--- config.mk ---
export PLATFORM = sky130hd
export DESIGN_NAME = line_burst_buf
export DESIGN_NICKNAME = d
export VERILOG_FILES = /design/src/hw/dcache_pkg.sv /design/src/hw/line_burst_buf.sv
export SDC_FILE = /design/constraint.sdc
export NUM_CORES = 1
export LEC_CHECK = 0
export BUFFER_PORTS_ARGS = -buffer_cell sky130_fd_sc_hd__buf_2
export CELL_PAD_IN_SITES_DETAIL_PLACEMENT = 1
export CELL_PAD_IN_SITES_GLOBAL_PLACEMENT = 2
export CORE_ASPECT_RATIO = 0.6
export CORE_MARGIN = 5
export CORE_UTILIZATION = 32
export DETAILED_ROUTE_END_ITERATION = 7
export PLACE_DENSITY = 0.8
export SETUP_SLACK_MARGIN = 0.4
export SLEW_MARGIN = 0
export SYNTH_ARGS = -nofsm -noshare
export SYNTH_HDL_FRONTEND = slang
export SYNTH_SLANG_ARGS = --single-unit
--- constraint.sdc ---
create_clock -name clk -period 2.6 [get_ports clk]
set_input_delay 0.26 -clock clk [delete_from_list [all_inputs] [get_ports clk]]
set_output_delay 0.26 -clock clk [all_outputs]
set_load 0.005 [all_outputs]
--- src/hw/dcache_pkg.sv ---
package dcache_pkg;

    // cache geometry
    localparam int line_words  = 8;
    localparam int word_bytes  = 4;
    localparam int num_sets    = 8;
    localparam int offset_bits = 5;   // byte offset within a line
    localparam int index_bits  = 3;
    localparam int tag_bits    = 24;

    typedef logic [31:0]                 word_t;
    typedef logic [31:0]                 addr_t;
    typedef logic [word_bytes-1:0]       strb_t;
    typedef logic [tag_bits-1:0]         tag_t;
    typedef logic [index_bits-1:0]       index_t;
    typedef logic [2:0]                  woff_t;   // word in line, also burst beat
    typedef logic [line_words*32-1:0]    line_t;
    typedef logic [7:0]                  age_t;    // saturating lru age

    typedef enum logic [3:0] {
        idle,
        tag_check,
        access,
        respond,
        evict,
        refill_req,
        refill_recv,
        refill_write,
        wb_req,
        wb_send
    } ctrl_state_t;

endpackage

--- src/hw/line_burst_buf.sv ---
`timescale 1ns/10ps

module line_burst_buf (
    input  logic              clk,
    input  logic              rst,
    input  logic              beat_clr,
    input  logic              load_line,
    input  dcache_pkg::line_t victim_line,
    input  logic              mem_rd_rsp_valid,
    input  logic              mem_rd_rsp_ready,
    input  logic              mem_rd_rsp_last,
    input  dcache_pkg::word_t mem_rd_rsp_data,
    input  logic              mem_wr_data_valid,
    input  logic              mem_wr_data_ready,
    output dcache_pkg::word_t mem_wr_data,
    output logic              mem_wr_data_last,
    output dcache_pkg::line_t buf_line,
    output logic              recv_done,
    output logic              send_done
);

    dcache_pkg::word_t words [dcache_pkg::line_words];
    dcache_pkg::woff_t beat;     // next beat position
    logic              rd_beat;
    logic              wr_beat;

    assign rd_beat = mem_rd_rsp_valid && mem_rd_rsp_ready;
    assign wr_beat = mem_wr_data_valid && mem_wr_data_ready;

    always_ff @(posedge clk) begin
        if (rst || beat_clr)
            beat <= '0;
        else if (rd_beat || wr_beat)
            beat <= beat + 1'b1;
    end

    // victim snapshot or one refill word per beat
    always_ff @(posedge clk) begin
        if (load_line) begin
            for (int i = 0; i < dcache_pkg::line_words; i++)
                words[i] <= victim_line[i * 32 +: 32];
        end else if (rd_beat) begin
            words[beat] <= mem_rd_rsp_data;
        end
    end

    always_comb begin
        for (int i = 0; i < dcache_pkg::line_words; i++)
            buf_line[i * 32 +: 32] = words[i];
    end

    assign mem_wr_data      = words[beat];
    assign mem_wr_data_last = mem_wr_data_valid &&
                              (beat == dcache_pkg::woff_t'(dcache_pkg::line_words - 1));

    assign recv_done = rd_beat && mem_rd_rsp_last;
    assign send_done = wr_beat && mem_wr_data_last;

endmodule

==> run metrics <==
outcome finished clean; Post-synth EDFFs 256; overall routed net length 63300 um; asr flop ratio synth 0%; row count 57; Total Routing Usage GR 26.0%; synthesized area 13300 um2; IO buf count 587; crit path DAT 2.25 ns; grt met3 use 6.54%; fmax 398 MHz; leakage power 0.00831 uW; die area 46000 um2; register bit total from synthesis 262; CP Capture Type output port; Max-Cap Viols 0; first-pass GRT wire length 86800 um; Post-DRT Antenna Nets 0; Post-Synthesis Cells 693; CP Launch Type flop; HPWL after detailed placement 45800 um; Die H 168 um; Worst Skew 0.0135 ns; core area 40800 um2; Area Overhead vs Synth 52.3%; worst-path maximum fanout 6; CTS root buf clkbuf_16; CP required 2.34 ns; average size of a mapped cell 19.2 um2; DR vias 10900; met1 usage in global routing 31.8%; DR vias/cell 5.15; Final Hold Violating Endpoints 0; CTS tree done; H-tree depth 1; met2 usage 46.1%; drt drc 0; Clock Sink Count 262; antenna violations before repair 15; Die W 274 um; period utilisation layout 96.6%; Setup CP Type reg2out; Seq/Total Area, Yosys 58.6%; Setup Viol. Count Final 0; top_reg_cell synth edfxtp_1; Initial Util 32.7%; flop2flop setup slack 0.55 ns; Distinct cells, synth 32; RSZ-0062 raised after global routing true; Yosys Warn Count 0; Avg WL per Cell 30.0 um; vias in the first global route 11800; setup TNS 0 ns; Cell Pwr Density 529 nW/um2; worst-skew pair later-pin latency 0.55 ns; Worst setup endpoint mem_wr_data[24]; Clock Tree Buf Depth 3; Worst Reg-to-Reg Cells 4; Rel. slew slack 61.1%; pin count of the biggest net entering global routing 38; share of cells above drive strength 1 67.8%; Final Net Count 1820; Max VDD drop 365 uV; Final Hold Slack 0.0258 ns; Reg clk slew, reported paths 0.06 ns; Pre-antenna DRT Iters 5; Net Count, Synth 992; Final Max Tran Viols 0; r2r endpoint words[4][29]$_DFFE_PP_; remaining global-route overflow 0; R2R Path Start beat[0]$_SDFFE_PP0N_; CTS Buf Count 27; placer congestion estimate 0.899; fin crit period 2.51 ns; GRT busiest layer met2; Worst Tran Pin Value 0.584 ns; hold crit path type in2reg; initial DRC count 909; Ports 588
[layer usage]
metal  wire length, um  up-vias
met2             32100      595
met5                48        -
met1             24500     5635
met4              1820        8
li1                  -     4515
met3              4800      109
[final cells by class]
cell class / count / area [um2]
Clock buffer: 39 / 751
Timing Repair Buffer: 845 / 5800
Fill cell: 4199 / 20500
Tap cell: 560 / 701
Sequential cell: 262 / 7820
Multi-Input combinational cell: 385 / 5170
Antenna cell: 11 / 27.5
Clock inverter: 7 / 41.3
[state kept, by name, indices dropped and copies added (netlist names), named ones only]
signal,count
words,256
beat,3
[worst min path at each step]
stage / from / endpoint / slack [ns] / depth (start not counted)
final: victim_line[225] / words[7][1]$_DFFE_PP_ / 0.03 / 2
after global routing: victim_line[165] / words[5][5]$_DFFE_PP_ / 0.007 / 2
after CTS: victim_line[201] / words[6][9]$_DFFE_PP_ / 0.0005 / 2
after detailed placement: beat_clr / beat[0]$_SDFFE_PP0N_ / 0.48 / 2
after global placement: rst / beat[0]$_SDFFE_PP0N_ / 0.48 / 2
after floorplan: rst / flop / 0.34 / 1
[cell usage in the layout (no fill, tap or decap), types with 5 or more instances in the layout]
cell           instances
diode_2               11
nand2b_2               5
clkbuf_16             29
buf_6                 19
mux2_2               230
dlygate4sd3_1        197
mux4_2                64
clkbuf_1               9
mux2_4                43
buf_4                 34
mux2_1                15
edfxtp_1             256
buf_12                18
buf_2                572
[cells in the mapped netlist, types with 2 or more instances]
cell type | n | share of area [%]
dfxtp_1 | 6 | 0.90
mux4_2 | 64 | 11
buf_2 | 7 | 0.26
buf_1 | 8 | 0.23
and3_1 | 2 | 0.094
nand3b_4 | 2 | 0.30
mux2_1 | 15 | 1.3
edfxtp_1 | 256 | 58
mux2_4 | 29 | 3.3
ha_1 | 2 | 0.19
nor3_1 | 4 | 0.15
buf_12 | 3 | 0.45
buf_6 | 25 | 2.1
mux2_2 | 244 | 21
nor3b_4 | 2 | 0.28
nand2b_1 | 5 | 0.23
or2_2 | 3 | 0.14
mux2i_1 | 2 | 0.15
[critical path, cell delays in order, from the launching register on]
cell and delay, ns:
dfxtp_4 0.36, buf_12 0.14, buf_12 0.12, clkbuf_16 0.17, mux4_2 0.49, mux2_2 0.28, buf_2 0.13
[metrics by stage]
step	power [uW]	cells	cell area (um2)	utilization (%)	setup WS, ns
floorplan	5770	693	13300	-	0.436
global placement	6700	1837	17100	41.9	0.487
detailed placement	6740	1837	17100	41.9	0.468
CTS	10800	2087	20000	49.1	0.0532
global route	11100	2107	20300	49.8	0.0465
finish	10700	2109	20300	49.8	0.0886
[where the power goes]
group          internal (uW)  total [uW]  switching (uW)
sequential              4980        5190             206
combinational           1050        1840             789
clock                   2000        3720            1720
total                   8030       10700            2710
[logic make-up after synthesis]
kind of cell               count (synthesis)  synth area share (%)
muxes                                    354                  36.1
DFF                                      262                  58.6
buffers and inverters                     46                  3.17
and+or+nand+nor                           27                  1.85
adders and majority gates                  2                 0.188
AOI/OAI and AO/OA                          1                0.0563
xor gates and xnor gates                   1                0.0657
[repair_timing]
item,4_1_cts,5_1_grt
hold buffers,196,1
buffers inserted,6,8
hold endpoints to repair,199,1
pin swaps,0,0
gates cloned,2,2
endpoints found under the setup margin,32,39
gates resized for setup,16,21
No activity file was read; power rests on OpenSTA's default activity.
