--- src/hw/dcache_pkg.sv ---
package dcache_pkg;

    // cache geometry
    localparam int line_words  = 8;
    localparam int word_bytes  = 4;
    localparam int num_sets    = 8;
    localparam int offset_bits = 5;   // byte offset within a line
    localparam int index_bits  = 3;
    localparam int tag_bits    = 24;

    typedef logic [31:0]                 word_t;
    typedef logic [31:0]                 addr_t;
    typedef logic [word_bytes-1:0]       strb_t;
    typedef logic [tag_bits-1:0]         tag_t;
    typedef logic [index_bits-1:0]       index_t;
    typedef logic [2:0]                  woff_t;   // word in line, also burst beat
    typedef logic [line_words*32-1:0]    line_t;
    typedef logic [7:0]                  age_t;    // saturating lru age

    typedef enum logic [3:0] {
        idle,
        tag_check,
        access,
        respond,
        evict,
        refill_req,
        refill_recv,
        refill_write,
        wb_req,
        wb_send
    } ctrl_state_t;

endpackage

--- src/hw/dcache_ctrl.sv ---
`timescale 1ns/10ps

module dcache_ctrl #(
    parameter int num_ways = 4
) (
    input  logic               clk,
    input  logic               rst,
    input  logic               cpu_req_valid,
    input  logic               cpu_req_write,
    input  dcache_pkg::addr_t  cpu_req_addr,
    input  dcache_pkg::word_t  cpu_req_wdata,
    input  dcache_pkg::strb_t  cpu_req_wstrb,
    output logic               cpu_req_ready,
    output logic               cpu_rsp_valid,
    output dcache_pkg::word_t  cpu_rsp_data,
    input  logic               cpu_rsp_ready,
    output logic               mem_rd_req_valid,
    output dcache_pkg::addr_t  mem_rd_req_addr,
    input  logic               mem_rd_req_ready,
    output logic               mem_rd_rsp_ready,
    output logic               mem_wr_req_valid,
    output dcache_pkg::addr_t  mem_wr_req_addr,
    input  logic               mem_wr_req_ready,
    output logic               mem_wr_data_valid,
    input  logic               recv_done,
    input  logic               send_done,
    input  logic               hit,
    input  logic               dirty_victim,
    input  dcache_pkg::tag_t   victim_tag,
    input  dcache_pkg::line_t  hit_line,
    input  dcache_pkg::line_t  buf_line,
    output dcache_pkg::index_t index,
    output dcache_pkg::tag_t   tag,
    output logic               look_up,
    output logic               evict,
    output logic               refill_wen,
    output logic               write_wen,
    output dcache_pkg::line_t  write_line,
    output logic               beat_clr,
    output logic               load_line
);

    dcache_pkg::ctrl_state_t state;
    dcache_pkg::ctrl_state_t state_next;

    dcache_pkg::tag_t   req_tag;
    dcache_pkg::index_t req_index;
    dcache_pkg::woff_t  req_woff;
    logic               req_write;
    dcache_pkg::word_t  req_wdata;
    dcache_pkg::strb_t  req_strb;
    logic               from_refill;    // line arrived by refill, not found by lookup
    dcache_pkg::line_t  src_line;
    logic               accept;

    // way count has to make sense before anything else does
    if (num_ways < 1) begin : g_way_check
        $error("dcache_ctrl: num_ways must be at least 1");
    end

    assign accept = cpu_req_valid && cpu_req_ready;

    // request latch, split into tag / index / word offset
    always_ff @(posedge clk) begin
        if (accept) begin
            req_tag   <= cpu_req_addr[dcache_pkg::offset_bits + dcache_pkg::index_bits +:
                                      dcache_pkg::tag_bits];
            req_index <= cpu_req_addr[dcache_pkg::offset_bits +: dcache_pkg::index_bits];
            req_woff  <= cpu_req_addr[dcache_pkg::offset_bits-1 -: 3];
            req_write <= cpu_req_write;
            req_wdata <= cpu_req_wdata;
            req_strb  <= cpu_req_wstrb;
        end
    end

    always_ff @(posedge clk) begin
        if (rst) begin
            state       <= dcache_pkg::idle;
            from_refill <= 1'b0;
        end else begin
            state <= state_next;
            if (accept)
                from_refill <= 1'b0;
            else if (state == dcache_pkg::refill_write)
                from_refill <= 1'b1;
        end
    end

    always_comb begin
        state_next = state;
        case (state)
            dcache_pkg::idle:         if (cpu_req_valid) state_next = dcache_pkg::tag_check;
            dcache_pkg::tag_check:    state_next = hit ? dcache_pkg::access : dcache_pkg::evict;
            dcache_pkg::access:       state_next = req_write ? dcache_pkg::idle
                                                             : dcache_pkg::respond;
            dcache_pkg::respond:      if (cpu_rsp_ready) state_next = dcache_pkg::idle;
            dcache_pkg::evict:        state_next = dirty_victim ? dcache_pkg::wb_req
                                                                : dcache_pkg::refill_req;
            dcache_pkg::wb_req:       if (mem_wr_req_ready) state_next = dcache_pkg::wb_send;
            dcache_pkg::wb_send:      if (send_done) state_next = dcache_pkg::refill_req;
            dcache_pkg::refill_req:   if (mem_rd_req_ready) state_next = dcache_pkg::refill_recv;
            dcache_pkg::refill_recv:  if (recv_done) state_next = dcache_pkg::refill_write;
            dcache_pkg::refill_write: state_next = req_write ? dcache_pkg::access  // write miss
                                                             : dcache_pkg::respond;
            default:                  state_next = dcache_pkg::idle;
        endcase
    end

    // cpu side
    assign cpu_req_ready = (state == dcache_pkg::idle);
    assign cpu_rsp_valid = (state == dcache_pkg::respond);
    assign src_line      = from_refill ? buf_line : hit_line;
    assign cpu_rsp_data  = src_line[{req_woff, 5'b0} +: 32];

    // memory side, always whole lines
    assign mem_rd_req_valid  = (state == dcache_pkg::refill_req);
    assign mem_rd_req_addr   = {req_tag, req_index, {dcache_pkg::offset_bits{1'b0}}};
    assign mem_rd_rsp_ready  = (state == dcache_pkg::refill_recv);
    assign mem_wr_req_valid  = (state == dcache_pkg::wb_req);
    assign mem_wr_req_addr   = {victim_tag, req_index, {dcache_pkg::offset_bits{1'b0}}};
    assign mem_wr_data_valid = (state == dcache_pkg::wb_send);

    // array and buffer commands
    assign index      = req_index;
    assign tag        = req_tag;
    assign look_up    = (state == dcache_pkg::tag_check);
    assign evict      = (state == dcache_pkg::evict);
    assign load_line  = (state == dcache_pkg::evict);    // snapshot victim for write-back
    assign refill_wen = (state == dcache_pkg::refill_write);
    assign write_wen  = (state == dcache_pkg::access) && req_write;
    assign beat_clr   = (state == dcache_pkg::refill_req) || (state == dcache_pkg::wb_req);

    // strobed byte merge into the line
    always_comb begin
        write_line = src_line;
        for (int b = 0; b < dcache_pkg::word_bytes; b++) begin
            if (req_strb[b])
                write_line[{req_woff, 5'b0} + b * 8 +: 8] = req_wdata[b * 8 +: 8];
        end
    end

endmodule

--- config.mk ---
export PLATFORM = sky130hd
export DESIGN_NAME = dcache_ctrl
export DESIGN_NICKNAME = d
export VERILOG_FILES = /design/src/hw/dcache_pkg.sv /design/src/hw/dcache_ctrl.sv
export SDC_FILE = /design/constraint.sdc
export NUM_CORES = 1
export LEC_CHECK = 0
export BUFFER_PORTS_ARGS = -buffer_cell sky130_fd_sc_hd__clkbuf_2
export CORE_AREA = 2 2 387 389
export DETAILED_ROUTE_END_ITERATION = 16
export DIE_AREA = 0 0 389 391
export PLACE_DENSITY = 0.3
export RECOVER_POWER = 100
export SYNTH_ARGS = -nofsm -noshare
export SYNTH_HDL_FRONTEND = slang
export SYNTH_SLANG_ARGS = --single-unit
--- constraint.sdc ---
create_clock -name clk -period 6.6 [get_ports clk]
set_clock_uncertainty 0.15 [all_clocks]
set_input_delay 1.32 -clock clk [delete_from_list [all_inputs] [get_ports clk]]
set_output_delay 1.32 -clock clk [all_outputs]
set_load 0.02 [all_outputs]
==> results of run 1 <==
-- power groups by stage --
stage	Clock, mW	Sequential [mW]	Combinational (mW)
6_report	0.652	0.735	2.26
5_1_grt	0.704	0.749	2.41
4_1_cts	0.706	0.731	2.41
3_5_place_dp	0	0.741	2.41
3_3_place_gp	0	0.742	2.41
2_1_floorplan	0	0.699	1.26
-- final cells by class --
class	count	area share, %
Clock inverter	7	0.4278
Multi-Input combinational cell	1091	51.33
Tap cell	1944	12.41
Timing Repair Buffer	985	23.67
Antenna cell	7	0.08939
Inverter	6	0.1405
Clock buffer	9	1.149
Sequential cell	72	10.78
-- state kept, by name, indices dropped and copies added (netlist names) --
register     cells
from_refill      1
index            3
req_strb         4
req_wdata       32
req_woff         3
req_write        1
state            4
tag             24
-- metal layers --
metal | GRT usage (%) | up-vias
li1 | - | 6729
met1 | 20.09 | 7737
met2 | 25.28 | 695
met3 | 3.946 | 86
met4 | 3.009 | 20
met5 | 0 | -
-- logic make-up after synthesis --
logic type,after synthesis,share of synthesized area [%]
mux,582,55.95
simple gates,330,12.14
buf+inv,184,8.562
compound gates,159,6.402
flops,72,15.78
fa+ha+maj,8,0.7290
xor+xnor,2,0.4112
other cells,1,0.02801
-- cells in the mapped netlist --
library cell / instances
mux2i_1: 449
nand2_1: 216
mux4_2: 133
a21oi_1: 107
buf_4: 104
edfxtp_1: 67
clkbuf_1: 42
a31oi_1: 28
and3_1: 28
nor2_1: 24
buf_2: 22
o21ai_0: 13
nand3_2: 9
nand3_4: 9
nand3b_1: 8
nor3_1: 8
ha_1: 7
nand3_1: 6
buf_1: 5
buf_6: 5
dfxtp_1: 5
and2_1: 4
inv_1: 4
nand2b_1: 4
nor3b_1: 4
o22ai_1: 4
nor2b_1: 3
a211oi_1: 2
inv_2: 2
nor3b_2: 2
xnor2_4: 2
a2111oi_0: 1
a211o_1: 1
a22o_1: 1
and3b_1: 1
conb_1: 1
maj3_1: 1
nand2b_4: 1
nor4_1: 1
nor4_2: 1
o211ai_1: 1
o21a_1: 1
or2_2: 1
-- worst max-delay path, stage by stage (launching register included) --
cell and delay [ns]:
dfxtp_1 1.64, buf_12 0.37, clkbuf_2 0.80, mux4_2 0.37, nand2_1 0.12, and3_1 0.24, a31oi_1 0.25, clkbuf_1 0.29
-- worst paths after layout --
path	depth (start not counted)	endpoint	from
hold / removal	3	state[1]	state[1]
hold reg to reg	3	state[1]	state[1]
setup reg to reg	4	req_wdata[19]	state[0]
setup / recovery	7	cpu_rsp_data[6]	from_refill
-- through the flow --
step	cell area [sq um]	utilization, %
2_1_floorplan	13420	-
3_3_place_gp	19880	13.38
3_5_place_dp	19880	13.38
4_1_cts	20190	13.59
5_1_grt	19580	13.18
6_report	19600	13.19
==> results.yml, run 1 <==
run_status:
  outcome: "finished with violations"
  violations: "max-capacitance violations, max-slew violations"
pwr:
  p_int_mw: 1.587
  seq_power_share_pct: 20.1
  ir_drop_uv: 151.8
  p_sw_share_pct: 56.52
  power.total_mw: 3.650
  clock_power_share_pct: 17.9
  powerDensity_nw_per_um2: 186.3
  switchingPower_mw: 2.063
  p_leak_nw: 7.858
  combPwrFrac_pct: 62.0
min_path:
  hp-class: "flop to flop"
cts:
  cts_tree: "done"
  cts_resized: 0
  clockRootBuffer: "clkbuf_16"
  clkTransAtPathRegs_ns: 0.10
  cts.path.max_buffers: 2
  h-tree-depth: 3
  cts_setup_buffers: 0
  clk_latency_ns: 0.43
  clock-sinks: 72
  cts-hold-fix-buffers: 0
  numCtsBuffers: 9
finish:
  nets: 2787
  layout_common_cells: "clkbuf_2 (643), mux2i_1 (449), clkbuf_1 (319), nand2_1 (216), mux4_2 (133)"
  fin_cells: 4121
  seqCellArea_sq_um: 2112
  drive_above_1_share_pct: 38.43
  synthToLayoutAreaGrowth_pct: 46.38
  layout_commonest_cell: "clkbuf_2"
  multi_input_area_sq_um: 10060
  num-fill-cells: 17370
sta:
  min_period_ns: 6.125
  final.period_utilization_pct: 92.80
  rsz0062_at_grt: "no"
  hold_slack_ns: 0.5926
  finalSetupViolations: 0
  setup_ws_ns: 0.4751
  final_max_slew_viol_count: 95
  tightest_slew_ns: 4.528
  finalSetupTns_ns: 0
  max_clock_freq_ghz: 0.1633
  slew_headroom_pct: -202.0
  hold_viol: 0
worst_setup_path:
  cp.required_ns: 5.13
  cp-start-kind: "flop"
  critical_path_arrival_ns: 4.65
  cp-end-kind: "output port"
  crit_fanout: 39
  ff2ff_setup_slack_ns: 0.76
  critPathKind: "flop to output port"
grt:
  antenna_found_initial: 42
  grt_pass1_vias: 15680
  grt_max_degree: 87
  grt_pass1_wl_microns: 154100
  grt_usage_pct: 15.32
  grt.overflow.total: 0
detailed_routing:
  drt-met1-wl_microns: 52870
  dr_wl_met3_microns: 9233
  routed.top_layer: "met5"
  dr.pass1.iters: 5
  drtIter0Drc: 830
  finalWirelength_microns: 121800
  drc: 0
  num_vias: 15270
  drt-wirelength-per-cell_microns: 29.56
  vias_per_cell: 3.705
  antenna_left: 0
  routed-wl-met2_microns: 57830
floorplanning:
  initial_core_util_pct: 9.013
  ios: 1006
  die_height_microns: 391
  core_region_area_sq_um: 148500
  die_x_microns: 389
  die_area_sq_um: 152100
  rows: 142
placement:
  gp_congestion: 0.8609
  placed_cells: 4098
  dpl.hpwl_microns: 100800
  dp_slack_ns: 1.028
  port_buffers: 945
synth:
  yosysTopAreaCell: "mux2i_1"
  synth.top_cell.area_share_pct: 33.57
  ys_warn_count: 0
  synth_area_leaders: "mux2i_1 (34%), mux4_2 (22%), edfxtp_1 (15%)"
  synth.ff_latch_count: 72
  avgSynthCellArea_sq_um: 10.00
  yosysSeqAreaShare_pct: 15.78
  syn_inst: 1338
  synth_area_sq_um: 13390
  ys_types: 43
job:
  drv_cap: 3
Power figures use the tool's default switching activity.
==> run 2: changes to the inputs <==
--- a/config.mk
+++ b/config.mk
@@ -9,7 +9,7 @@
 export CORE_AREA = 2 2 387 389
 export DETAILED_ROUTE_END_ITERATION = 16
 export DIE_AREA = 0 0 389 391
-export PLACE_DENSITY = 0.3
+export PLACE_DENSITY = 0.32
 export RECOVER_POWER = 100
 export SYNTH_ARGS = -nofsm -noshare
 export SYNTH_HDL_FRONTEND = slang
==> run 2 against run 1 <==
The run still ends with max-capacitance violations, max-slew violations left. First-iteration DRC count increased by 21%. Die area did not move. Global-route usage rose by 0.11 points. Sequential power hardly changed. Via count up 1.6%. Register-to-register slack improved by 0.66 ns. Critical endpoint is now write_line[175]. Highest routed layer unchanged.
==> results.yml, run 2 (synthesis results as in run 1) <==
job:
  drv_cap: 2
cts:
  cts_resized: 0
  h-tree-depth: 3
  cts_setup_buffers: 0
  clk_latency_ns: 0.44
  cts.path.max_buffers: 2
  numCtsBuffers: 9
  clock-sinks: 72
  cts-hold-fix-buffers: 0
  clkTransAtPathRegs_ns: 0.11
  cts_tree: "done"
  clockRootBuffer: "clkbuf_16"
grt:
  grt_max_degree: 70
  grt_pass1_wl_microns: 155100
  antenna_found_initial: 28
  grt_pass1_vias: 15580
  grt_usage_pct: 15.43
  grt.overflow.total: 0
detailed_routing:
  vias_per_cell: 3.748
  num_vias: 15520
  drc: 0
  drtIter0Drc: 1006
  antenna_left: 0
  dr.pass1.iters: 7
  drt-wirelength-per-cell_microns: 29.67
  finalWirelength_microns: 122800
pwr:
  switchingPower_mw: 2.086
  p_sw_share_pct: 57.25
  powerDensity_nw_per_um2: 183.6
  p_int_mw: 1.558
  clock_power_share_pct: 16.0
  power.total_mw: 3.644
  p_leak_nw: 7.967
  ir_drop_uv: 155.1
  combPwrFrac_pct: 63.8
  seq_power_share_pct: 20.2
floorplanning:
  ios: 1006
  die_height_microns: 391
  initial_core_util_pct: 9.013
  die_x_microns: 389
  die_area_sq_um: 152100
  core_region_area_sq_um: 148500
  rows: 142
sta:
  slew_headroom_pct: -115.9
  finalSetupTns_ns: 0
  hold_viol: 0
  max_clock_freq_ghz: 0.1705
  finalSetupViolations: 0
  final_max_slew_viol_count: 78
  min_period_ns: 5.865
  tightest_slew_ns: 3.239
  final.period_utilization_pct: 88.87
  setup_ws_ns: 0.7348
  rsz0062_at_grt: "no"
worst_setup_path:
  critical_path_arrival_ns: 4.40
  cp.required_ns: 5.13
  crit_fanout: 70
  critPathTopFamily: "simple AND/OR/NAND/NOR gates"
  crit_chain: "buf_12 > ha_1 > nand2b_4 > xnor2_2 > nand3_1 > mux2i_1 > clkbuf_2"
  cp-start-kind: "flop"
  slowest_delay_ns: 0.91
  critPathKind: "flop to output port"
  cp-end-kind: "output port"
  worst-path-buf-inv: 2
  slowest_stage: "xnor2_2"
finish:
  stdcell_area_sq_um: 19850
  layout_commonest_cell: "clkbuf_2"
  synthToLayoutAreaGrowth_pct: 48.29
  layout_common_cells: "clkbuf_2 (637), mux2i_1 (449), clkbuf_1 (315), nand2_1 (216), mux4_2 (133)"
  drive_above_1_share_pct: 39.47
  largest_reg_flops: 32
  nets: 2802
  post-route-util_pct: 13.37
  top_register: "req_wdata"
run_status:
  outcome: "finished with violations"
  violations: "max-capacitance violations, max-slew violations"
placement:
  placed_area_sq_um: 20010
  dp_slack_ns: 1.489
  port_buffers: 945
  dpl.hpwl_microns: 103400
  gp_congestion: 0.8731
min_path:
  hp-class: "flop to flop"
[run 2: changes by cell type in the layout (fill, tap and decap cells not counted), moves of 3 or more]
cell | previous run | this run
and2_0 | 3 | 0
and2_1 | 1 | 4
buf_12 | 4 | 7
buf_4 | 19 | 41
clkbuf_1 | 319 | 315
clkbuf_2 | 643 | 637
diode_2 | 7 | 12
nand3_1 | 19 | 8
nand3_2 | 3 | 9
nand3_4 | 2 | 7
[run 2: area by class of cell]
| class | count | area, sq um |
|---|---|---|
| Antenna cell | 12 | 30.03 |
| Clock buffer | 9 | 225.2 |
| Clock inverter | 6 | 43.79 |
| Fill cell | 17350 | 128700 |
| Inverter | 6 | 25.02 |
| Multi-Input combinational cell | 1091 | 10160 |
| Sequential cell | 72 | 2112 |
| Tap cell | 1944 | 2432 |
| Timing Repair Buffer | 1000 | 4818 |
[run 2: final timing paths]
check / from / endpoint / slack, ns / cells past startpoint
worst max-delay path: req_woff[0] / write_line[175] / 0.73 / 7
worst min register to register: state[1] / state[1] / 0.60 / 3
worst max register to register: state[0] / req_write / 1.42 / 4
worst min-delay path: state[1] / state[1] / 0.60 / 3
[run 2: power groups by stage]
stage,sequential [mW],clock (mW),combinational (mW)
floorplan,0.699,0,1.26
global placement,0.741,0,2.45
detailed placement,0.741,0,2.44
CTS,0.731,0.636,2.45
global route,0.747,0.635,2.47
finish,0.737,0.582,2.33
[run 2: stage by stage]
| stage | hold slack [ns] | std cells |
|---|---|---|
| after floorplan | 0.5168 | 1347 |
| after global placement | 0.5823 | 4113 |
| after detailed placement | 0.5917 | 4113 |
| after CTS | 0.6115 | 4128 |
| after global routing | 0.6696 | 4130 |
| final | 0.6045 | 4140 |
[run 2: routing by layer]
metal	up-vias	wire, microns	share of wire, %	GRT usage (%)
met1	7949	54100	44	20.37
li1	6780	-	-	-
met4	12	1650	1.3	2.579
met2	705	57350	47	25.15
met3	71	9648	7.9	4.416
met5	-	70	0.057	0
[run 2: worst register-to-register path, delay by kind of cell, from the launching register on]
family,cells,cell delay [ns]
buffers and inverters,1,1.19
DFF,1,0.47
and+or+nand+nor,3,2.94
==> run 3: changes to the inputs <==
--- a/config.mk
+++ b/config.mk
@@ -11,6 +11,7 @@
 export DIE_AREA = 0 0 389 391
 export PLACE_DENSITY = 0.32
 export RECOVER_POWER = 100
+export REMOVE_ABC_BUFFERS = 1
 export SYNTH_ARGS = -nofsm -noshare
 export SYNTH_HDL_FRONTEND = slang
 export SYNTH_SLANG_ARGS = --single-unit
==> run 3 against run 2 <==
The flow still finishes with violations (max-capacitance violations, max-slew violations). Non-clock buffer count decreased by 10. Highest routed layer unchanged. Largest cell class unchanged. Wire length decreased by 1.9%. Critical endpoint is now write_line[187]. Cell area decreased by 0.82%.
==> results.yml, run 3 (synthesis results as in run 1) <==
grt:
  grt_max_degree: 77
  grt.overflow.total: 0
  antenna_found_initial: 34
  grt_usage_pct: 15.18
  grt_pass1_wl_microns: 151500
  grt_pass1_vias: 15600
detailed_routing:
  drtIter0Drc: 713
  num_vias: 15290
  dr.pass1.iters: 5
  antenna_left: 0
  vias_per_cell: 3.696
  finalWirelength_microns: 120500
  drc: 0
  drt-wirelength-per-cell_microns: 29.15
worst_setup_path:
  worst-path-buf-inv: 4
  slowest_delay_ns: 1.13
  critPathKind: "flop to output port"
  cp.required_ns: 5.13
  crit_fanout: 29
  crit_chain: "buf_4 > buf_4 > nor2_4 > clkbuf_1 > nand2_1 > mux2i_1 > clkbuf_1"
  critPathTopFamily: "buffers and inverters"
  slowest_stage: "clkbuf_1"
  cp-start-kind: "flop"
  cp-end-kind: "output port"
  critical_path_arrival_ns: 4.31
placement:
  placed_area_sq_um: 19930
  gp_congestion: 0.8439
  port_buffers: 945
  dpl.hpwl_microns: 99650
cts:
  cts-hold-fix-buffers: 0
  clockRootBuffer: "clkbuf_16"
  cts.path.max_buffers: 2
  clock-sinks: 72
  numCtsBuffers: 9
  h-tree-depth: 3
  cts_setup_buffers: 0
  clk_latency_ns: 0.43
  cts_tree: "done"
  clkTransAtPathRegs_ns: 0.09
  cts_resized: 0
sta:
  hold_viol: 0
  hold_slack_ns: 0.6159
  slew_headroom_pct: -118.3
  rsz0062_at_grt: "no"
  finalSetupViolations: 0
  max_clock_freq_ghz: 0.1729
  tightest_slew_ns: 3.275
  final.period_utilization_pct: 87.64
  final_max_slew_viol_count: 104
  min_period_ns: 5.785
run_status:
  violations: "max-capacitance violations, max-slew violations"
  outcome: "finished with violations"
finish:
  layout_common_cells: "clkbuf_2 (638), mux2i_1 (449), clkbuf_1 (318), nand2_1 (216), mux4_2 (133)"
  drive_above_1_share_pct: 38.76
  stdcell_area_sq_um: 19690
  top_register: "req_wdata"
  post-route-util_pct: 13.26
  num-fill-cells: 17380
  largest_reg_flops: 32
  seqCellArea_sq_um: 2113
  multi_input_area_sq_um: 10120
  synthToLayoutAreaGrowth_pct: 47.08
  layout_commonest_cell: "clkbuf_2"
  nets: 2792
floorplanning:
  die_x_microns: 389
  die_area_sq_um: 152100
  initial_core_util_pct: 9.013
  ios: 1006
  rows: 142
  core_region_area_sq_um: 148500
  die_height_microns: 391
job:
  drv_cap: 4
pwr:
  p_leak_nw: 7.875
  powerDensity_nw_per_um2: 183.6
  ir_drop_uv: 154.6
min_path:
  hp-class: "flop to flop"
-- run 3: path summary, 6_finish.rpt --
check | from | endpoint | slack (ns) | cells after the start
min | state[0] | state[0] | 0.62 | 2
max reg2reg | state[0] | req_wdata[13] | 1.24 | 4
min reg2reg | state[0] | state[0] | 0.62 | 2
max | req_woff[1] | write_line[187] | 0.82 | 7
-- run 3: area by class of cell --
class,instances,area share [%]
Timing Repair Buffer,990,23.79
Antenna cell,16,0.2034
Sequential cell,72,10.73
Tap cell,1944,12.35
Clock buffer,10,1.163
Inverter,6,0.1271
Clock inverter,6,0.2542
Multi-Input combinational cell,1091,51.38
-- run 3: where the power goes --
part,internal [mW],switching [mW]
Clock,0.261,0.337
Sequential,0.609,0.115
Combinational,0.681,1.61
-- run 3: metal layers --
layer  global-route usage, %  wire [microns]
met1                   19.23           51280
met2                   24.72           56990
met3                   4.628            9569
met4                   4.306            2482
met5                       0             203
-- run 3: worst reg2reg max path: stages, from the launching register on --
cell	delay (ns)
dfxtp_1	0.46
or2_2	0.41
nor3_1	0.32
and2_1	2.41
clkbuf_2	1.19
-- run 3: per-stage QoR --
step,power [mW],setup TNS (ns),setup WS (ns),std cells
2_1_floorplan,1.901,-2758.70,-10.41,1169
3_3_place_gp,3.169,0,1.660,4103
3_5_place_dp,3.165,0,1.641,4103
4_1_cts,3.829,0,1.092,4119
5_1_grt,3.839,0,0.5293,4124
6_report,3.614,0,0.8154,4135
